`src/hw/mcr3_input_defines.svh`:
```
/*
  Widths and bit positions shared by the player-input RTL and testbench.
  Include wherever a control word, a port byte or a keyboard event is used.
*/
`ifndef MCR3_INPUT_DEFINES_SVH
`define MCR3_INPUT_DEFINES_SVH

// ====================================================================
// Player control word, active high, joystick words use the same layout
// ====================================================================
`define CTRL_W      10
`define CTRL_RIGHT  0
`define CTRL_LEFT   1
`define CTRL_DOWN   2
`define CTRL_UP     3
`define CTRL_FIRE_A 4
`define CTRL_FIRE_B 5
`define CTRL_FIRE_C 6
`define CTRL_FIRE_D 7
`define CTRL_START  8
`define CTRL_COIN   9

// Game CPU input port byte
`define PORT_W 8

// ====================================================================
// Keyboard event bus
// ====================================================================
`define KEY_W       11
`define KEY_TOGGLE  10
`define KEY_PRESSED 9
`define KEY_CODE_W  8

// Max RPM gearbox
`define GEAR_MAX    4
`define GEAR_CODE_W 4

`endif

```
`src/hw/mcr3_input_pkg.sv`:
```
/*
  Types for the player-input section: game selection, the keyboard
  scan codes the decoder reacts to, and the Max RPM gear code table.
*/
`include "mcr3_input_defines.svh"

package mcr3_input_pkg;

	// Selected game, NONE for any unsupported selection value
	typedef enum logic [2:0] {
		RAMPAGE    = 3'd0,
		SARGE      = 3'd1,
		POWERDRIVE = 3'd2,
		MAXRPM     = 3'd3,
		NONE       = 3'd7
	} game_t;

	// Set 2 scan codes used by the keyboard decoder
	typedef enum logic [`KEY_CODE_W-1:0] {
		KEY_UP     = 8'h75, KEY_DOWN  = 8'h72, KEY_LEFT  = 8'h6B, KEY_RIGHT = 8'h74,
		KEY_ESC    = 8'h76, KEY_F1    = 8'h05, KEY_F2    = 8'h06,
		KEY_LCTRL  = 8'h14, KEY_LALT  = 8'h11, KEY_SPACE = 8'h29, KEY_LSHIFT = 8'h12,
		KEY_1      = 8'h16, KEY_2     = 8'h1E, KEY_5     = 8'h2E, KEY_6     = 8'h36,
		KEY_7      = 8'h3D,
		KEY_R      = 8'h2D, KEY_F     = 8'h2B, KEY_D     = 8'h23, KEY_G     = 8'h34,
		KEY_A      = 8'h1C, KEY_S     = 8'h1B, KEY_Q     = 8'h21, KEY_W     = 8'h1D
	} key_code_t;

	// Gear index to the code the Max RPM shifter switch presents
	localparam logic [`GEAR_CODE_W-1:0] gear_code [0:`GEAR_MAX] = '{
		4'h0, 4'h5, 4'h6, 4'h1, 4'h2
	};

endpackage

```
`src/hw/control_decode.sv`:
```
/*
  Keyboard and joystick front end.
  Each make or break event sets or clears one held keyboard button. The
  held buttons are ORed with the joystick words into three active-high
  player control words. Player 3 only has a coin key on the keyboard.
*/
`timescale 1ns/1ps
`include "mcr3_input_defines.svh"

module control_decode
	import mcr3_input_pkg::*;
(
	input  logic                clk_sys,
	input  logic                reset,
	input  logic [`KEY_W-1:0]   key_event,
	input  logic [`CTRL_W-1:0]  joy1,
	input  logic [`CTRL_W-1:0]  joy2,
	input  logic [`CTRL_W-1:0]  joy3,
	output logic [`CTRL_W-1:0]  p1_ctrl,
	output logic [`CTRL_W-1:0]  p2_ctrl,
	output logic [`CTRL_W-1:0]  p3_ctrl
);

	logic               toggle_q;
	logic               new_event;
	logic               pressed;
	logic [`CTRL_W-1:0] kb1;
	logic [`CTRL_W-1:0] kb2;
	logic               kb3_coin;
	logic [`CTRL_W-1:0] kb3;

	// A new event is flagged by a change of the toggle bit
	assign new_event = key_event[`KEY_TOGGLE] != toggle_q;
	assign pressed   = key_event[`KEY_PRESSED];

	always_ff @(posedge clk_sys) begin
		// Follow the toggle in reset too, so no stale event fires afterwards
		toggle_q <= key_event[`KEY_TOGGLE];
		if (reset) begin
			kb1      <= '0;
			kb2      <= '0;
			kb3_coin <= 1'b0;
		end else if (new_event) begin
			case (key_event[`KEY_CODE_W-1:0])
				// Player 1
				KEY_UP:     kb1[`CTRL_UP]     <= pressed;
				KEY_DOWN:   kb1[`CTRL_DOWN]   <= pressed;
				KEY_LEFT:   kb1[`CTRL_LEFT]   <= pressed;
				KEY_RIGHT:  kb1[`CTRL_RIGHT]  <= pressed;
				KEY_F1:     kb1[`CTRL_START]  <= pressed;
				KEY_1:      kb1[`CTRL_START]  <= pressed;
				KEY_ESC:    kb1[`CTRL_COIN]   <= pressed;
				KEY_5:      kb1[`CTRL_COIN]   <= pressed;
				KEY_LCTRL:  kb1[`CTRL_FIRE_A] <= pressed;
				KEY_LALT:   kb1[`CTRL_FIRE_B] <= pressed;
				KEY_SPACE:  kb1[`CTRL_FIRE_C] <= pressed;
				KEY_LSHIFT: kb1[`CTRL_FIRE_D] <= pressed;
				// Player 2, MAME style layout
				KEY_R:      kb2[`CTRL_UP]     <= pressed;
				KEY_F:      kb2[`CTRL_DOWN]   <= pressed;
				KEY_D:      kb2[`CTRL_LEFT]   <= pressed;
				KEY_G:      kb2[`CTRL_RIGHT]  <= pressed;
				KEY_F2:     kb2[`CTRL_START]  <= pressed;
				KEY_2:      kb2[`CTRL_START]  <= pressed;
				KEY_6:      kb2[`CTRL_COIN]   <= pressed;
				KEY_A:      kb2[`CTRL_FIRE_A] <= pressed;
				KEY_S:      kb2[`CTRL_FIRE_B] <= pressed;
				KEY_Q:      kb2[`CTRL_FIRE_C] <= pressed;
				KEY_W:      kb2[`CTRL_FIRE_D] <= pressed;
				// Player 3
				KEY_7:      kb3_coin          <= pressed;
				default: ;
			endcase
		end
	end

	always_comb begin
		kb3             = '0;
		kb3[`CTRL_COIN] = kb3_coin;
	end

	// ====================================================================
	// Merge with joysticks
	// ====================================================================
	assign p1_ctrl = kb1 | joy1;
	assign p2_ctrl = kb2 | joy2;
	assign p3_ctrl = kb3 | joy3;

endmodule

```
`src/hw/gear_shift.sv`:
```
/*
  Gear state for the driving games.
  Max RPM has a five-position shifter per player stepped by fire A and
  fire B and reset by start. Power Drive has a two-position gear per
  player flipped by fire D. All steps act on rising edges.
*/
`timescale 1ns/1ps
`include "mcr3_input_defines.svh"

module gear_shift
	import mcr3_input_pkg::*;
(
	input  logic                     clk_sys,
	input  logic                     reset,
	input  logic [`CTRL_W-1:0]       p1_ctrl,
	input  logic [`CTRL_W-1:0]       p2_ctrl,
	input  logic [`CTRL_W-1:0]       p3_ctrl,
	output logic [`GEAR_CODE_W-1:0]  maxrpm_gear1,
	output logic [`GEAR_CODE_W-1:0]  maxrpm_gear2,
	output logic [2:0]               powerdrv_gear
);

	localparam int GEAR_IDX_W = $clog2(`GEAR_MAX + 1);
	localparam logic [GEAR_IDX_W-1:0] GEAR_TOP = `GEAR_MAX;

	logic [1:0]            start;
	logic [1:0]            fire_a;
	logic [1:0]            fire_b;
	logic [2:0]            fire_d;
	logic [1:0]            fire_a_q;
	logic [1:0]            fire_b_q;
	logic [2:0]            fire_d_q;
	logic [1:0]            rise_a;
	logic [1:0]            rise_b;
	logic [2:0]            rise_d;
	logic [GEAR_IDX_W-1:0] gear_idx [2];

	assign start  = {p2_ctrl[`CTRL_START], p1_ctrl[`CTRL_START]};
	assign fire_a = {p2_ctrl[`CTRL_FIRE_A], p1_ctrl[`CTRL_FIRE_A]};
	assign fire_b = {p2_ctrl[`CTRL_FIRE_B], p1_ctrl[`CTRL_FIRE_B]};
	assign fire_d = {p3_ctrl[`CTRL_FIRE_D], p2_ctrl[`CTRL_FIRE_D], p1_ctrl[`CTRL_FIRE_D]};

	// Previous-cycle fire bits, tracked through reset as well
	always_ff @(posedge clk_sys) begin
		fire_a_q <= fire_a;
		fire_b_q <= fire_b;
		fire_d_q <= fire_d;
	end

	assign rise_a = fire_a & ~fire_a_q;
	assign rise_b = fire_b & ~fire_b_q;
	assign rise_d = fire_d & ~fire_d_q;

	always_ff @(posedge clk_sys) begin
		if (reset) begin
			gear_idx[0]   <= '0;
			gear_idx[1]   <= '0;
			powerdrv_gear <= '0;
		end else begin
			for (int i = 0; i < 2; i++) begin
				// Start wins over shifting, up wins over down
				if (start[i])
					gear_idx[i] <= '0;
				else if (rise_a[i] && gear_idx[i] != GEAR_TOP)
					gear_idx[i] <= gear_idx[i] + 1'b1;
				else if (rise_b[i] && gear_idx[i] != '0)
					gear_idx[i] <= gear_idx[i] - 1'b1;
			end
			powerdrv_gear <= powerdrv_gear ^ rise_d;
		end
	end

	assign maxrpm_gear1 = gear_code[gear_idx[0]];
	assign maxrpm_gear2 = gear_code[gear_idx[1]];

endmodule

```
`src/hw/input_port_mux.sv`:
```
/*
  Builds the five input port bytes read by the game CPU.
  The game is latched from game_sel on a game_load strobe. Port 3 is the
  DIP byte, the others are active-low and laid out per game. Ports a game
  does not use, and every port under NONE, read all ones.
*/
`timescale 1ns/1ps
`include "mcr3_input_defines.svh"

module input_port_mux
	import mcr3_input_pkg::*;
(
	input  logic                     clk_sys,
	input  logic                     reset,
	input  logic                     game_load,
	input  logic [`PORT_W-1:0]       game_sel,
	input  logic [`CTRL_W-1:0]       p1_ctrl,
	input  logic [`CTRL_W-1:0]       p2_ctrl,
	input  logic [`CTRL_W-1:0]       p3_ctrl,
	input  logic [`GEAR_CODE_W-1:0]  maxrpm_gear1,
	input  logic [`GEAR_CODE_W-1:0]  maxrpm_gear2,
	input  logic [2:0]               powerdrv_gear,
	input  logic [`PORT_W-1:0]       dip_sw,
	input  logic                     test_sw,
	input  logic                     twin_stick_mode,
	output logic [`PORT_W-1:0]       input0,
	output logic [`PORT_W-1:0]       input1,
	output logic [`PORT_W-1:0]       input2,
	output logic [`PORT_W-1:0]       input3,
	output logic [`PORT_W-1:0]       input4
);

	game_t game;
	logic  coin_all;

	always_ff @(posedge clk_sys) begin
		if (reset) begin
			game <= RAMPAGE;
		end else if (game_load) begin
			case (game_sel)
				`PORT_W'(0): game <= RAMPAGE;
				`PORT_W'(1): game <= SARGE;
				`PORT_W'(2): game <= POWERDRIVE;
				`PORT_W'(3): game <= MAXRPM;
				default:     game <= NONE;
			endcase
		end
	end

	// Rampage player byte, active high
	function automatic logic [`PORT_W-1:0] rampage_byte(input logic [`CTRL_W-1:0] c);
		return {2'b00, c[`CTRL_FIRE_B], c[`CTRL_FIRE_A],
			c[`CTRL_LEFT], c[`CTRL_DOWN], c[`CTRL_RIGHT], c[`CTRL_UP]};
	endfunction

	// Sarge player byte, the twin sticks folded out of one joystick
	function automatic logic [`PORT_W-1:0] sarge_byte(input logic [`CTRL_W-1:0] c,
		input logic twin);
		logic lu;
		logic ld;
		logic ru;
		logic rd;
		lu = twin ? (c[`CTRL_UP] | c[`CTRL_RIGHT]) : c[`CTRL_UP];
		ld = twin ? (c[`CTRL_DOWN] | c[`CTRL_LEFT]) : c[`CTRL_DOWN];
		ru = twin ? (c[`CTRL_UP] | c[`CTRL_LEFT]) : c[`CTRL_FIRE_C];
		rd = twin ? (c[`CTRL_DOWN] | c[`CTRL_RIGHT]) : c[`CTRL_FIRE_B];
		return {c[`CTRL_FIRE_D], c[`CTRL_FIRE_D], c[`CTRL_FIRE_A], c[`CTRL_FIRE_A],
			rd, ru, ld, lu};
	endfunction

	assign coin_all = p1_ctrl[`CTRL_COIN] | p2_ctrl[`CTRL_COIN] | p3_ctrl[`CTRL_COIN];
	assign input3   = dip_sw;

	always_comb begin
		input0 = '1;
		input1 = '1;
		input2 = '1;
		input4 = '1;
		case (game)
			RAMPAGE: begin
				input0 = ~{2'b00, test_sw, 1'b0, 2'b00, 1'b0, coin_all};
				input1 = ~rampage_byte(p1_ctrl);
				input2 = ~rampage_byte(p2_ctrl);
				input4 = ~rampage_byte(p3_ctrl);
			end
			SARGE: begin
				input0 = ~{2'b00, test_sw, 1'b0, p2_ctrl[`CTRL_START],
					p1_ctrl[`CTRL_START], 1'b0, coin_all};
				input1 = ~sarge_byte(p1_ctrl, twin_stick_mode);
				input2 = ~sarge_byte(p2_ctrl, twin_stick_mode);
			end
			POWERDRIVE: begin
				// Separate coin per player here
				input0 = ~{2'b00, test_sw, 2'b00, p3_ctrl[`CTRL_COIN],
					p2_ctrl[`CTRL_COIN], p1_ctrl[`CTRL_COIN]};
				input1 = ~{p2_ctrl[`CTRL_FIRE_B], p2_ctrl[`CTRL_FIRE_A], powerdrv_gear[1],
					p2_ctrl[`CTRL_FIRE_C], p1_ctrl[`CTRL_FIRE_B], p1_ctrl[`CTRL_FIRE_A],
					powerdrv_gear[0], p1_ctrl[`CTRL_FIRE_C]};
				input2 = ~{4'b0000, p3_ctrl[`CTRL_FIRE_B], p3_ctrl[`CTRL_FIRE_A],
					powerdrv_gear[2], p3_ctrl[`CTRL_FIRE_C]};
			end
			MAXRPM: begin
				// Port 1 is the pedal ADC on the board, unused so left at ones
				input0 = ~{test_sw, 3'b000, p1_ctrl[`CTRL_START], p2_ctrl[`CTRL_START],
					coin_all, 1'b0};
				input2 = ~{maxrpm_gear1, maxrpm_gear2};
			end
			default: ;
		endcase
	end

endmodule

```
`src/hw/mcr3_input_top.sv`:
```
/*
  Player-input section top level.
  The keyboard decoder and the gear block run side by side off the same
  control words and both feed the port multiplexer.
*/
`timescale 1ns/1ps
`include "mcr3_input_defines.svh"

module mcr3_input_top (
	input  logic                clk_sys,
	input  logic                reset,
	input  logic [`KEY_W-1:0]   key_event,
	input  logic [`CTRL_W-1:0]  joy1,
	input  logic [`CTRL_W-1:0]  joy2,
	input  logic [`CTRL_W-1:0]  joy3,
	input  logic                game_load,
	input  logic [`PORT_W-1:0]  game_sel,
	input  logic [`PORT_W-1:0]  dip_sw,
	input  logic                test_sw,
	input  logic                twin_stick_mode,
	output logic [`PORT_W-1:0]  input0,
	output logic [`PORT_W-1:0]  input1,
	output logic [`PORT_W-1:0]  input2,
	output logic [`PORT_W-1:0]  input3,
	output logic [`PORT_W-1:0]  input4
);

	logic [`CTRL_W-1:0]      p1_ctrl;
	logic [`CTRL_W-1:0]      p2_ctrl;
	logic [`CTRL_W-1:0]      p3_ctrl;
	logic [`GEAR_CODE_W-1:0] maxrpm_gear1;
	logic [`GEAR_CODE_W-1:0] maxrpm_gear2;
	logic [2:0]              powerdrv_gear;

	control_decode control_decode_i (
		.clk_sys, .reset, .key_event, .joy1, .joy2, .joy3,
		.p1_ctrl, .p2_ctrl, .p3_ctrl
	);

	gear_shift gear_shift_i (
		.clk_sys, .reset, .p1_ctrl, .p2_ctrl, .p3_ctrl,
		.maxrpm_gear1, .maxrpm_gear2, .powerdrv_gear
	);

	input_port_mux input_port_mux_i (
		.clk_sys, .reset, .game_load, .game_sel,
		.p1_ctrl, .p2_ctrl, .p3_ctrl,
		.maxrpm_gear1, .maxrpm_gear2, .powerdrv_gear,
		.dip_sw, .test_sw, .twin_stick_mode,
		.input0, .input1, .input2, .input3, .input4
	);

endmodule

```
`config.mk`:
```
export PLATFORM = sky130hd
export DESIGN_NAME = mcr3_input_top
export DESIGN_NICKNAME = d
export VERILOG_FILES = /design/src/hw/mcr3_input_pkg.sv /design/src/hw/control_decode.sv /design/src/hw/gear_shift.sv /design/src/hw/input_port_mux.sv /design/src/hw/mcr3_input_top.sv
export VERILOG_INCLUDE_DIRS = /design/src /design/src/hw
export SDC_FILE = /design/constraint.sdc
export NUM_CORES = 1
export LEC_CHECK = 0
export ABC_AREA = 1
export BUFFER_PORTS_ARGS = -buffer_cell sky130_fd_sc_hd__buf_4
export CAP_MARGIN = 10
export CORE_ASPECT_RATIO = 1.2
export CORE_MARGIN = 4
export CORE_UTILIZATION = 50
export DETAILED_ROUTE_END_ITERATION = 12
export GPL_TIMING_DRIVEN = 0
export HOLD_SLACK_MARGIN = 0.15
export PLACE_DENSITY = 0.81
export SETUP_SLACK_MARGIN = 0.2
export SLEW_MARGIN = 20
export SYNTH_ARGS = -nofsm -noshare
export SYNTH_HDL_FRONTEND = slang
export SYNTH_SLANG_ARGS = --single-unit
```
`constraint.sdc`:
```
create_clock -name clk_sys -period 2.3 [get_ports clk_sys]
set_input_delay 0.46 -clock clk_sys [delete_from_list [all_inputs] [get_ports clk_sys]]
set_output_delay 0.46 -clock clk_sys [all_outputs]
set_load 0.02 [all_outputs]
```
# After elaboration in Yosys (flattened, before gate mapping)
# Memories as Yosys holds them, arrays and structs flattened.
# Index checks and enable logic that the tools add are counted.
# totals
mem_count,3
regBits,35
input_bits,62
romBits,64
mem_bits_rw,6
output_inout_bits,40
# mem_list
name,words,word_bits,rd,rd_ports_with_merged_regs,wr,line_no,text
(no name shown),8,4,1,0,0,gear_shift.sv:73,assign maxrpm_gear1 = gear_code[gear_idx[0]];
(no name shown),8,4,1,0,0,gear_shift.sv:74,assign maxrpm_gear2 = gear_code[gear_idx[1]];
gear_shift_i.gear_idx,2,3,2,0,2,gear_shift.sv:36,logic [GEAR_IDX_W-1:0] gear_idx [2];
# op_classes
eq_ne,33
n_mux,49
n_lt_le_gt_ge,2
n_reduce_logical,32
addsub,4
bitwise_logic,40
# op_table
op,n
"8-bit by 6-bit equality test with 1-bit output, second input constant",9
"8-bit by 5-bit equality test with 1-bit output, second input constant",8
8-bit case mux with 4 select lines,2
6-bit NOT with 8-bit output,6
2-bit AND reduction,21
"8-bit by 7-bit equality test with 1-bit output, second input constant",5
8-bit NOT,5
1-bit 2-to-1 mux,34
10-bit bitwise OR,3
8-bit case mux with 3 select lines,1
3-bit 2-to-1 mux,6
"8-bit by 2-bit equality test with 1-bit output, second input constant",2
"8-bit by 3-bit equality test with 1-bit output, second input constant",2
4-bit 2-to-1 mux,4
1-bit bitwise OR,16
3-bit case mux with 4 select lines,1
"8-bit by 1-bit equality test with 1-bit output, second input constant",1
"4-bit >= comparator, second input constant",2
8-bit zero test,1
8-bit 2-to-1 mux,1
3-bit NOT with 4-bit output,2
4-bit NOT with 8-bit output,1
"3-bit by 1-bit adder with 3-bit output, second input constant",2
"3-bit by 2-bit equality test with 1-bit output, second input constant",2
other kinds (13),23

# Longest topological paths before layout
# Gate-level depths: netlist of the first run.
# depth
depth_word,9
ltp_mapped,10
mapped_depth_nobuf,10

# By module
# Synthesis of the first run repeated with hierarchy kept, for this count alone.
# hier_totals
hier_cells,467
area_unflattened_um2,3024.2
# modules_own_cells
mod,cells_per_inst,area_each_um2,seq_area_each_um2,instances
control_decode,204,1323.8,440.4,1
gear_shift,110,875.8,380.4,1
input_port_mux,153,824.5,60.1,1

# Worst setup path before layout of the first run
# No wires, ideal clock.
# synth_timing
path_kind,register to register
start,memory gear_shift_i.gear_idx[1][0] (netlist bit)
end,memory gear_shift_i.gear_idx[1][2] (netlist bit) (data pin)
n_path_buf,0
t_required_ns,2.043
path_stages_with_launch,11
arrival_time_ns,1.721
setup_slack_ns,0.323
setup_time_ns,0.257
path_cell_list,edfxtp_1 -> inv_1 -> ha_1 -> nand2_1 -> nand3_1 -> nor2_1 -> nand2_1 -> fa_1 -> xnor2_1 -> nand3b_1 -> a21oi_1
# synth_lines
element,line_no
start: declaration,gear_shift.sv:36

==> results.sh, run 1 <==
export IMPL_hold_path_startpoint="joy3[7]"
export IMPL_cp_start_kind="register"
export IMPL_p_leak_nw=1.71
export IMPL_grt_pass1_vias=3011
export IMPL_ant_nets=0
export IMPL_cts_hold_buffers_added=0
export IMPL_synth_edff_count=6
export IMPL_detail_route_iter0_violations=280
export IMPL_num_vias=3070
export IMPL_grt_first_pass_wirelength_um=13800
export IMPL_top_level_ports=102
export IMPL_outcome="complete, no violations"
export IMPL_max_clock_freq_mhz=489
export IMPL_dp_hpwl_um=6670
export IMPL_total_core_area_um2=5330
export IMPL_endpoint_kind="register"
export IMPL_setup_reg_to_reg_worst_slack_ps=250
export IMPL_numPortBuffers=86
export IMPL_rsz0062_at_grt="true"
export IMPL_critPathSlowestCell="sky130_fd_sc_hd__edfxtp_1"
export IMPL_clk_pin_slew_ps=80
export IMPL_cts_max_path_buffers=2
export IMPL_synth_warn=0
export IMPL_layout_core_utilization_pct=69.0
export IMPL_r2r_worst_path_cells=10
export IMPL_path_cells="inv_2, ha_1, nand2_1, nand3_1, nor2_2, nand2_2, fa_2, xnor2_2, nand3b_1, a21oi_2"
export IMPL_timing_hold_worst_endpoint="gear_shift_i.fire_d_q[2]$_DFF_P_"
export IMPL_worstSkewPairLatency_ps=310
export IMPL_clock_sinks=41
export IMPL_critical_path_n_buffers_inverters=1
export IMPL_hold_crit_depth=1
export IMPL_min_period_over_period_pct=89.0
export IMPL_detail_route_wl_per_cell_um=14.3
export IMPL_postSynth_asyncResetShare_pct=0
export IMPL_cap_viol_max_count=0
export IMPL_worstHoldPathType="input pin to register"
export IMPL_fin_tns_setup_ps=0
export IMPL_die_height_um=89.9
export IMPL_critPathKind="register to register"
export IMPL_numCtsBuffers=5
export IMPL_post_synth_cell_area_avg_um2=6.79
export IMPL_synth_seq_area_share_pct=31.6
export IMPL_period_needed_ps=2050
export IMPL_routed_wl_um=8240
export IMPL_die_outline_area_um2=6850
export IMPL_r2r_start="gear_shift_i.gear_idx[1][0]$_SDFFCE_PN0P_"
export IMPL_antenna_diode_count=0
export IMPL_post_synth_num_cell_types=44
export IMPL_path_delay_family="simple AND/OR/NAND/NOR gates"
export IMPL_power_density_nw_per_um2=498
export IMPL_layout_drive_gt1_share_pct=31.4
export IMPL_htree_num_levels=2
export IMPL_post_synth_top_area_cell="sky130_fd_sc_hd__dfxtp_1"
export IMPL_critical_path_peak_fanout=4
export IMPL_finalNetCount=581
export IMPL_worst_endpoint_arrival_ps=2210
export IMPL_overall_overflow_remaining_after_global_route=0
export IMPL_syn2layout_area_growth_pct=31.8
export IMPL_peakVddDrop_mv=0.273
export IMPL_grt_antenna_before_repair=0
export IMPL_drc=0
export IMPL_post_synth_instance_area_um2=2790
export IMPL_drtPass1Iterations=5
export IMPL_reg_to_reg_end="gear_shift_i.gear_idx[1][2]$_SDFFCE_PN0P_"
export IMPL_synthDominantCellAreaShare_pct=25.1
export IMPL_ys_seq_elements=41
export IMPL_gp_congestion=0.930
export IMPL_globalRouteTotalUtil_pct=24.0
export IMPL_total_power_mw=1.83
export IMPL_routed_via_density=5.34
export IMPL_root_buffer_cell="sky130_fd_sc_hd__clkbuf_8"
export IMPL_final_setup_skew_ps=5.70
export IMPL_worst_path_largest_cell_delay_ps=380
export IMPL_placementRows=29
export IMPL_start_util_pct=52.3
export IMPL_critPathRequiredTime_ps=2460
export IMPL_post_synth_main_area_contributors="sky130_fd_sc_hd__dfxtp_1 25%, sky130_fd_sc_hd__nand2_1 13%, sky130_fd_sc_hd__edfxtp_1 6.5%"
export IMPL_finalSetupViolations=0
export IMPL_final_max_slew_violation_count=0
export IMPL_die_width_um=76.2
export IMPL_hold_violations=0
export IMPL_ys_flop_type="sky130_fd_sc_hd__dfxtp_1"
export IMPL_clock_tree_from_tritoncts="yes"
export IMPL_netlist_instances=411
export IMPL_grt_max_degree=14
how the worst max path moves through the flow:
stage                                         startpoint                                   endpoint  slack [ps]  cells past startpoint
2_1_floorplan  gear_shift_i.gear_idx[1][0]$_SDFFCE_PN0P_  gear_shift_i.gear_idx[1][2]$_SDFFCE_PN0P_         320                     10
3_3_place_gp                                     joy2[4]  gear_shift_i.gear_idx[1][2]$_SDFFCE_PN0P_          90                      9
3_5_place_dp                                     joy2[4]  gear_shift_i.gear_idx[1][2]$_SDFFCE_PN0P_          50                      9
4_1_cts        gear_shift_i.gear_idx[1][1]$_SDFFCE_PN0P_  gear_shift_i.gear_idx[1][2]$_SDFFCE_PN0P_         200                     10
5_1_grt        gear_shift_i.gear_idx[1][0]$_SDFFCE_PN0P_  gear_shift_i.gear_idx[1][2]$_SDFFCE_PN0P_         160                     10
6_report       gear_shift_i.gear_idx[1][0]$_SDFFCE_PN0P_  gear_shift_i.gear_idx[1][2]$_SDFFCE_PN0P_         250                     10
through the flow:
step	hold slack [ps]	worst slack, ps	instances	instance area, um2
floorplan	422	323	414	2800
global placement	439	85.4	562	3530
detailed placement	450	54.1	562	3530
CTS	271	196	573	3640
global route	265	163	575	3680
finish	271	253	575	3680
metal layers:
layer | global-route usage (%) | vias to the layer above | part of all wire, %
met2 | 42.0 | 112 | 52
li1 | - | 1540 | -
met1 | 27.8 | 1396 | 39
met5 | 0 | - | 0
met4 | 9.48 | 0 | 2.7
met3 | 5.90 | 22 | 6.3
power breakdown:
| group | internal (mW) | switching [mW] | total (mW) |
|---|---|---|---|
| sequential | 0.751 | 0.0176 | 0.768 |
| combinational | 0.246 | 0.343 | 0.589 |
| clock | 0.210 | 0.265 | 0.475 |
sequential cells by signal, summed over array words and instances, names as in the netlist:
name,flops
control_decode_i.kb1,10
control_decode_i.toggle_q,1
gear_shift_i.powerdrv_gear,3
gear_shift_i.fire_d_q,3
gear_shift_i.fire_b_q,2
input_port_mux_i.game,3
gear_shift_i.fire_a_q,2
gear_shift_i.gear_idx,6
control_decode_i.kb3_coin,1
control_decode_i.kb2,10
final cells by class:
cell class	count	area (um2)
multi-input combinational	301	1600
buffer	23	165
fill	466	1650
inverter	49	191
timing repair buffer	91	683
sequential	41	881
tap	62	77.6
clock buffer	5	68.8
clock inverter	3	16.3
cell usage in the layout, fill, tap and decap left out, types with 3 or more instances in the layout:
master / count
sky130_fd_sc_hd__nand2_2: 3
sky130_fd_sc_hd__o211ai_1: 4
sky130_fd_sc_hd__edfxtp_1: 6
sky130_fd_sc_hd__nor2_1: 44
sky130_fd_sc_hd__nand4_1: 14
sky130_fd_sc_hd__clkbuf_8: 5
sky130_fd_sc_hd__nand2_4: 4
sky130_fd_sc_hd__buf_4: 105
sky130_fd_sc_hd__conb_1: 4
sky130_fd_sc_hd__o21ai_1: 4
sky130_fd_sc_hd__nor2_2: 7
sky130_fd_sc_hd__buf_6: 3
sky130_fd_sc_hd__nand2_1: 94
sky130_fd_sc_hd__o21ai_0: 15
sky130_fd_sc_hd__nor3_1: 3
sky130_fd_sc_hd__inv_1: 39
sky130_fd_sc_hd__nor2_4: 4
sky130_fd_sc_hd__or2_2: 5
sky130_fd_sc_hd__nand3_1: 30
sky130_fd_sc_hd__dfxtp_1: 35
sky130_fd_sc_hd__buf_2: 3
sky130_fd_sc_hd__a21oi_1: 31
sky130_fd_sc_hd__ha_1: 6
sky130_fd_sc_hd__inv_2: 8
worst register-to-register path, delay by kind of cell, from the launching register on:
family / cells / cell delay [ps]
simple gates: 5 / 590
xor+xnor: 1 / 140
flops: 1 / 380
fa+ha+maj: 2 / 580
compound gates: 1 / 150
buf+inv: 1 / 80
repair_timing:
| item | CTS | global route |
|---|---|---|
| resized for setup | 5 | 13 |
| gates cloned | 0 | 0 |
| pin swaps | 2 | 5 |
| buffers inserted | 3 | 2 |
| endpoints found under the setup margin | 5 | 14 |
cells by family after synthesis:
group | count (synthesis) | share of synthesized area, %
AO/OA/AOI/OAI | 72 | 15.2
flip-flops | 41 | 31.6
AND/OR/NAND/NOR | 215 | 36.4
buffers and inverters | 72 | 12.4
other | 1 | 0.134
XOR/XNOR | 3 | 0.941
adder cells (fa/ha/maj) | 7 | 3.41
cell usage after synthesis (2+ instances only):
library cell / n
sky130_fd_sc_hd__edfxtp_1: 6
sky130_fd_sc_hd__buf_4: 13
sky130_fd_sc_hd__buf_2: 4
sky130_fd_sc_hd__xnor2_1: 2
sky130_fd_sc_hd__nor2_2: 6
sky130_fd_sc_hd__o21ai_0: 16
sky130_fd_sc_hd__nand3_2: 2
sky130_fd_sc_hd__nor2_4: 4
sky130_fd_sc_hd__o221ai_1: 2
sky130_fd_sc_hd__nand3_1: 30
sky130_fd_sc_hd__a31oi_1: 2
sky130_fd_sc_hd__o22ai_1: 2
sky130_fd_sc_hd__o211ai_1: 4
sky130_fd_sc_hd__inv_2: 4
sky130_fd_sc_hd__dfxtp_1: 35
sky130_fd_sc_hd__or2_2: 5
sky130_fd_sc_hd__nand3b_1: 2
sky130_fd_sc_hd__a21oi_1: 32
sky130_fd_sc_hd__buf_6: 3
sky130_fd_sc_hd__nor2_1: 45
sky130_fd_sc_hd__inv_1: 45
sky130_fd_sc_hd__nand2_1: 96
sky130_fd_sc_hd__ha_1: 6
sky130_fd_sc_hd__nand4_1: 14
sky130_fd_sc_hd__nand2_4: 4
sky130_fd_sc_hd__a32oi_1: 2
sky130_fd_sc_hd__a22oi_1: 2
sky130_fd_sc_hd__clkbuf_1: 2
sky130_fd_sc_hd__o21ai_1: 3
sky130_fd_sc_hd__nor3_1: 3
sky130_fd_sc_hd__o2111ai_1: 2
Note: power is estimated with default switching activity, not from simulation.
==> inputs of run 2 (changes only) <==
--- a/config.mk
+++ b/config.mk
@@ -9,13 +9,15 @@
 export ABC_AREA = 1
 export BUFFER_PORTS_ARGS = -buffer_cell sky130_fd_sc_hd__buf_4
 export CAP_MARGIN = 10
+export CELL_PAD_IN_SITES_DETAIL_PLACEMENT = 0
+export CELL_PAD_IN_SITES_GLOBAL_PLACEMENT = 1
 export CORE_ASPECT_RATIO = 1.2
 export CORE_MARGIN = 4
-export CORE_UTILIZATION = 50
+export CORE_UTILIZATION = 34
 export DETAILED_ROUTE_END_ITERATION = 12
 export GPL_TIMING_DRIVEN = 0
 export HOLD_SLACK_MARGIN = 0.15
-export PLACE_DENSITY = 0.81
+export PLACE_DENSITY_LB_ADDON = 0.1
 export SETUP_SLACK_MARGIN = 0.2
 export SLEW_MARGIN = 20
 export SYNTH_ARGS = -nofsm -noshare
==> constraint.sdc (replaced) <==
create_clock -name clk_sys -period 2.1 [get_ports clk_sys]
set_input_delay 0.42 -clock clk_sys [delete_from_list [all_inputs] [get_ports clk_sys]]
set_output_delay 0.42 -clock clk_sys [all_outputs]
set_load 0.02 [all_outputs]
==> run 2 against run 1 <==
Net effect:
- clock power increased by 27%
- first-iteration DRC count is 70% lower
- clock skew increased by 2.6 ps
- hold slack got worse by 37 ps
- final cell count rose by 8.0%
- worst setup slack got worse by 150 ps
- global-route usage down 5.5 points
- largest cell class unchanged
- largest power group unchanged
==> results.sh, run 2 (synthesis results as in run 1) <==
export IMPL_filler_cell_count=816
export IMPL_clock_power_share_pct=27.9
export IMPL_start_util_pct=35.6
export IMPL_drtPass1Iterations=4
export IMPL_power_density_nw_per_um2=546
export IMPL_final_setup_skew_ps=8.28
export IMPL_routed_via_density=4.85
export IMPL_period_needed_ps=1990
export IMPL_htree_num_levels=2
export IMPL_total_core_area_um2=7840
export IMPL_root_buffer_cell="sky130_fd_sc_hd__clkbuf_8"
export IMPL_final_common_cell="sky130_fd_sc_hd__buf_4"
export IMPL_r2r_worst_path_cells=10
export IMPL_critical_path_peak_fanout=6
export IMPL_power_share_combinational_pct=33.2
export IMPL_clk_pin_slew_ps=90
export IMPL_path_delay_family="buffers and inverters"
export IMPL_setup_reg_to_reg_worst_slack_ps=200
export IMPL_worst_path_largest_cell_delay_ps=330
export IMPL_most_frequent_cells_in_the_layout="117 x sky130_fd_sc_hd__buf_4, 91 x sky130_fd_sc_hd__nand2_1, 44 x sky130_fd_sc_hd__nor2_1"
export IMPL_overall_overflow_remaining_after_global_route=0
export IMPL_switchingPower_mw=0.717
export IMPL_path_cells="buf_6, nor2_4, nand2_4, clkinvlp_4, nand2_2, o2111ai_2, buf_4"
export IMPL_grt_antenna_before_repair=0
export IMPL_layout_drive_gt1_share_pct=36.1
export IMPL_top_level_ports=102
export IMPL_die_height_um=107
export IMPL_num_vias=3011
export IMPL_detail_route_wl_per_cell_um=14.5
export IMPL_critPathRequiredTime_ps=1680
export IMPL_cts_hold_buffers_added=0
export IMPL_top_regs="control_decode_i.kb1: 10 flops, control_decode_i.kb2: 10 flops, gear_shift_i.gear_idx: 6 flops"
export IMPL_ant_nets=0
export IMPL_drc=0
export IMPL_setup_worst_path_end="input1[1]"
export IMPL_final_max_slew_violation_count=0
export IMPL_worstSkewPairLatency_ps=300
export IMPL_clock_sinks=41
export IMPL_numCtsBuffers=5
export IMPL_outcome="complete, no violations"
export IMPL_peakVddDrop_mv=0.296
export IMPL_crit_cells=7
export IMPL_clock_tree_from_tritoncts="yes"
export IMPL_dp_hpwl_um=7200
export IMPL_finalSetupViolations=0
export IMPL_die_outline_area_um2=9730
export IMPL_p_leak_nw=1.80
export IMPL_die_width_um=90.7
export IMPL_max_clock_freq_mhz=502
export IMPL_fin_tns_setup_ps=0
export IMPL_grt_first_pass_wirelength_um=14600
export IMPL_gp_congestion=0.899
export IMPL_placementRows=35
export IMPL_critical_path_n_buffers_inverters=3
export IMPL_critPathKind="register to output pin"
export IMPL_cp_start_kind="register"
export IMPL_globalRouteTotalUtil_pct=18.5
export IMPL_r2r_start="gear_shift_i.gear_idx[1][0]$_SDFFCE_PN0P_"
export IMPL_grt_max_degree=14
export IMPL_numPortBuffers=86
export IMPL_cell_internal_pwr_mw=1.44
export IMPL_worst_hold_slack_ps=234
export IMPL_antenna_diode_count=0
export IMPL_cap_viol_max_count=0
export IMPL_grt_pass1_vias=2985
export IMPL_sw_frac_of_total_pct=33.2
export IMPL_routed_wl_um=8980
export IMPL_power_share_sequential_pct=38.9
export IMPL_worstHoldPathType="input pin to register"
export IMPL_critPathSlowestCell="sky130_fd_sc_hd__dfxtp_2"
export IMPL_hold_violations=0
export IMPL_min_period_over_period_pct=94.9
export IMPL_detail_route_iter0_violations=84
export IMPL_rsz0062_at_grt="true"
export IMPL_finalNetCount=597
export IMPL_syn2layout_area_growth_pct=41.8
export IMPL_worst_endpoint_arrival_ps=1570
export IMPL_reg_to_reg_end="gear_shift_i.gear_idx[1][2]$_SDFFCE_PN0P_"
export IMPL_endpoint_kind="output pin"
export IMPL_cts_max_path_buffers=2
export IMPL_critPathLaunch="input_port_mux_i.game[2]$_SDFFE_PP0P_"
## run 2: cell count changes in the layout (fill, tap and decap cells not counted), sizes merged
cell      previous run  this run
clkinv               2         1
clkinvlp             0         1
inv                 50        48
buf                112       128
clkbuf               7         9
## run 2: cell type report
class	instances	area, um2	share of cell area (%)
multi-input combinational	301	1680	42.4
clock inverter	1	5.00	0.126
sequential	41	883	22.3
buffer	23	169	4.27
timing repair buffer	107	815	20.6
clock buffer	7	97.6	2.47
tap	92	115	2.91
inverter	49	195	4.93
## run 2: through the flow
step	utilization [%]	total power [mW]	setup WS, ps	cells	cell area, um2
after floorplan	-	1.22	217	414	2810
after CTS	49.6	2.14	118	618	3880
final	50.5	2.16	108	621	3960
after global routing	50.5	2.26	49.0	621	3960
after detailed placement	45.5	1.49	3.50	592	3570
after global placement	45.5	1.49	-20.6	592	3570
## run 2: worst min-delay path by stage
stage / startpoint / end / slack, ps / cells past startpoint
floorplan: gear_shift_i.powerdrv_gear[1]$_SDFF_PP0_ / gear_shift_i.powerdrv_gear[1]$_SDFF_PP0_ / 420 / 1
global placement: gear_shift_i.powerdrv_gear[1]$_SDFF_PP0_ / gear_shift_i.powerdrv_gear[1]$_SDFF_PP0_ / 440 / 1
detailed placement: gear_shift_i.powerdrv_gear[1]$_SDFF_PP0_ / gear_shift_i.powerdrv_gear[1]$_SDFF_PP0_ / 440 / 1
CTS: joy3[7] / gear_shift_i.fire_d_q[2]$_DFF_P_ / 230 / 1
global route: joy3[7] / gear_shift_i.fire_d_q[2]$_DFF_P_ / 240 / 1
finish: joy3[7] / gear_shift_i.fire_d_q[2]$_DFF_P_ / 230 / 1
## run 2: power by group through the flow
stage | clock network (mW) | registers [mW] | logic (mW)
4_1_cts | 0.610 | 0.841 | 0.693
2_1_floorplan | 0 | 0.855 | 0.369
5_1_grt | 0.632 | 0.844 | 0.784
3_3_place_gp | 0 | 0.859 | 0.626
6_report | 0.603 | 0.841 | 0.718
3_5_place_dp | 0 | 0.860 | 0.628
## run 2: layer usage
metal / wire [um] / global-route usage [%] / up-vias / share of wire (%)
met3: 426 / 3.08 / 15 / 4.7
met5: 0 / 0 / - / 0
met4: 172 / 5.47 / 0 / 1.9
li1: - / - / 1573 / -
met1: 3730 / 21.6 / 1345 / 42
met2: 4650 / 34.5 / 78 / 52
## run 2: repair_timing
| action | CTS | global route |
|---|---|---|
| resized for setup | 28 | 13 |
| endpoints found under the setup margin | 26 | 20 |
| pin swaps | 10 | 12 |
| setup buffers | 18 | 3 |
==> inputs of run 3 (changes only) <==
--- a/config.mk
+++ b/config.mk
@@ -12,13 +12,14 @@
 export CELL_PAD_IN_SITES_DETAIL_PLACEMENT = 0
 export CELL_PAD_IN_SITES_GLOBAL_PLACEMENT = 1
 export CORE_ASPECT_RATIO = 1.2
-export CORE_MARGIN = 4
+export CORE_MARGIN = 2
 export CORE_UTILIZATION = 34
 export DETAILED_ROUTE_END_ITERATION = 12
 export GPL_TIMING_DRIVEN = 0
 export HOLD_SLACK_MARGIN = 0.15
 export PLACE_DENSITY_LB_ADDON = 0.1
 export SETUP_SLACK_MARGIN = 0.2
+export SKIP_CTS_REPAIR_TIMING = 1
 export SLEW_MARGIN = 20
 export SYNTH_ARGS = -nofsm -noshare
 export SYNTH_HDL_FRONTEND = slang
==> run 3 against run 2 <==
Net effect:
- non-clock buffer count decreased by 7
- via count increased by 0.63%
- sequential share of layout area increased by 0.34 points
- clock-buffer cell count decreased by 1
- register-to-register slack got worse by 70 ps
- sequential cell count unchanged
- combinational power decreased by 2%
- hold slack got worse by 0.89 ps
- global-route usage increased by 1.5 points
- critical endpoint is now input1[3]
==> results.sh, run 3 (synthesis results as in run 1) <==
export IMPL_htree_num_levels=2
export IMPL_finalSetupViolations=0
export IMPL_r2r_worst_path_cells=9
export IMPL_p_leak_nw=1.75
export IMPL_layout_drive_gt1_share_pct=36.0
export IMPL_hold_crit_depth=1
export IMPL_placementRows=36
export IMPL_detail_route_iter0_violations=104
export IMPL_syn2layout_area_growth_pct=40.0
export IMPL_critPathSlowestCell="sky130_fd_sc_hd__dfxtp_1"
export IMPL_cts_max_path_buffers=2
export IMPL_clock_sinks=41
export IMPL_detail_route_wl_per_cell_um=14.3
export IMPL_top_level_ports=102
export IMPL_clock_tree_from_tritoncts="yes"
export IMPL_worst_endpoint_arrival_ps=1580
export IMPL_num_vias=3030
export IMPL_outcome="complete, no violations"
export IMPL_grt_antenna_before_repair=0
export IMPL_globalRouteTotalUtil_pct=20.0
export IMPL_fin_tns_setup_ps=0
export IMPL_peakVddDrop_mv=0.205
export IMPL_final_setup_skew_ps=8.55
export IMPL_drtPass1Iterations=4
export IMPL_final_common_cell="sky130_fd_sc_hd__buf_4"
export IMPL_final_max_slew_violation_count=0
export IMPL_path_delay_family="buffers and inverters"
export IMPL_die_outline_area_um2=8950
export IMPL_hold_violations=0
export IMPL_max_clock_freq_mhz=500
export IMPL_design_area_um2=3910
export IMPL_overall_overflow_remaining_after_global_route=0
export IMPL_die_width_um=86.7
export IMPL_crit_cells=7
export IMPL_finalNetCount=590
export IMPL_routed_via_density=4.91
export IMPL_ant_nets=0
export IMPL_numPortBuffers=86
export IMPL_numCtsBuffers=5
export IMPL_worstSkewPairLatency_ps=300
export IMPL_worstHoldPathType="input pin to register"
export IMPL_gp_congestion=0.917
export IMPL_timing_max_slew_rel_slack_pct=63.1
export IMPL_endpoint_kind="output pin"
export IMPL_dpl_instance_area_um2=3570
export IMPL_dp_hpwl_um=7050
export IMPL_setup_reg_to_reg_worst_slack_ps=130
export IMPL_routed_wl_um=8840
export IMPL_root_buffer_cell="sky130_fd_sc_hd__clkbuf_8"
export IMPL_tightest_slew_ps=553
export IMPL_grt_pass1_vias=2952
export IMPL_cap_viol_max_count=0
export IMPL_drc=0
export IMPL_critPathRequiredTime_ps=1680
export IMPL_rsz0062_at_grt="true"
export IMPL_die_height_um=103
export IMPL_antenna_diode_count=0
export IMPL_grt_first_pass_wirelength_um=14000
export IMPL_period_needed_ps=2000
export IMPL_grt_max_degree=14
export IMPL_clk_pin_slew_ps=80
export IMPL_critical_path_peak_fanout=9
export IMPL_path_cells="buf_6, nor2_4, nand2_4, clkinvlp_4, a21oi_2, o211ai_1, buf_4"
export IMPL_most_frequent_cells_in_the_layout="109 x sky130_fd_sc_hd__buf_4, 92 x sky130_fd_sc_hd__nand2_1, 42 x sky130_fd_sc_hd__nor2_1"
export IMPL_critPathKind="register to output pin"
export IMPL_top_regs="control_decode_i.kb1: 10 flops, control_decode_i.kb2: 10 flops, gear_shift_i.gear_idx: 6 flops"
export IMPL_total_core_area_um2=8060
export IMPL_worst_path_largest_cell_delay_ps=340
export IMPL_critical_path_n_buffers_inverters=3
export IMPL_cp_start_kind="register"
export IMPL_min_period_over_period_pct=95.3
export IMPL_power_density_nw_per_um2=531
export IMPL_start_util_pct=34.6
-- run 3: final timing paths --
kind,from,to
setup / recovery,input_port_mux_i.game[0]$_SDFFE_PP0P_,input1[3]
hold / removal,joy3[7],gear_shift_i.fire_d_q[2]$_DFF_P_
setup reg to reg,gear_shift_i.gear_idx[1][0]$_SDFFCE_PN0P_,gear_shift_i.gear_idx[1][2]$_SDFFCE_PN0P_
hold reg to reg,gear_shift_i.powerdrv_gear[1]$_SDFF_PP0_,gear_shift_i.powerdrv_gear[1]$_SDFF_PP0_
-- run 3: area by class of cell --
type                            count  area [um2]
Sequential cell                    41         886
Inverter                           49         196
Multi-Input combinational cell    301        1680
Clock buffer                        6        72.6
Tap cell                           95         119
Clock inverter                      2        13.8
Buffer                             23         173
Timing Repair Buffer              100         766
Fill cell                         824        4150
-- run 3: power by group --
part           internal [mW]  leakage (nW)  switching [mW]
clock network          0.236        0.0417           0.296
registers              0.822         0.355          0.0201
logic                  0.303          1.35           0.399
-- run 3: metal layers --
| metal | track usage, % | share of wire (%) |
|---|---|---|
| met1 | 24.5 | 43 |
| met4 | 7.45 | 2.4 |
| met3 | 2.78 | 3.7 |
| met2 | 35.7 | 51 |
| met5 | 0 | 0 |
-- run 3: through the flow --
| step | cells | total power, mW | util (%) | setup slack, ps | hold slack (ps) |
|---|---|---|---|---|---|
| global placement | 595 | 1.49 | 44.3 | -57.5 | 443 |
| detailed placement | 595 | 1.49 | 44.3 | -93.6 | 441 |
| floorplan | 414 | 1.22 | - | 217 | 422 |
| CTS | 603 | 2.02 | 45.3 | -13.0 | 230 |
| finish | 617 | 2.08 | 48.5 | 98.9 | 233 |
| global route | 617 | 2.19 | 48.5 | 21.6 | 226 |
-- run 3: worst register-to-register path, delay by kind of cell, from the launching register on --
| family | cells | cell delay (ps) |
|---|---|---|
| AOI/OAI and AO/OA | 2 | 110 |
| and+or+nand+nor | 3 | 360 |
| buffers and inverters | 1 | 110 |
| adders and majority gates | 2 | 570 |
| DFF | 1 | 420 |
| xor gates and xnor gates | 1 | 150 |
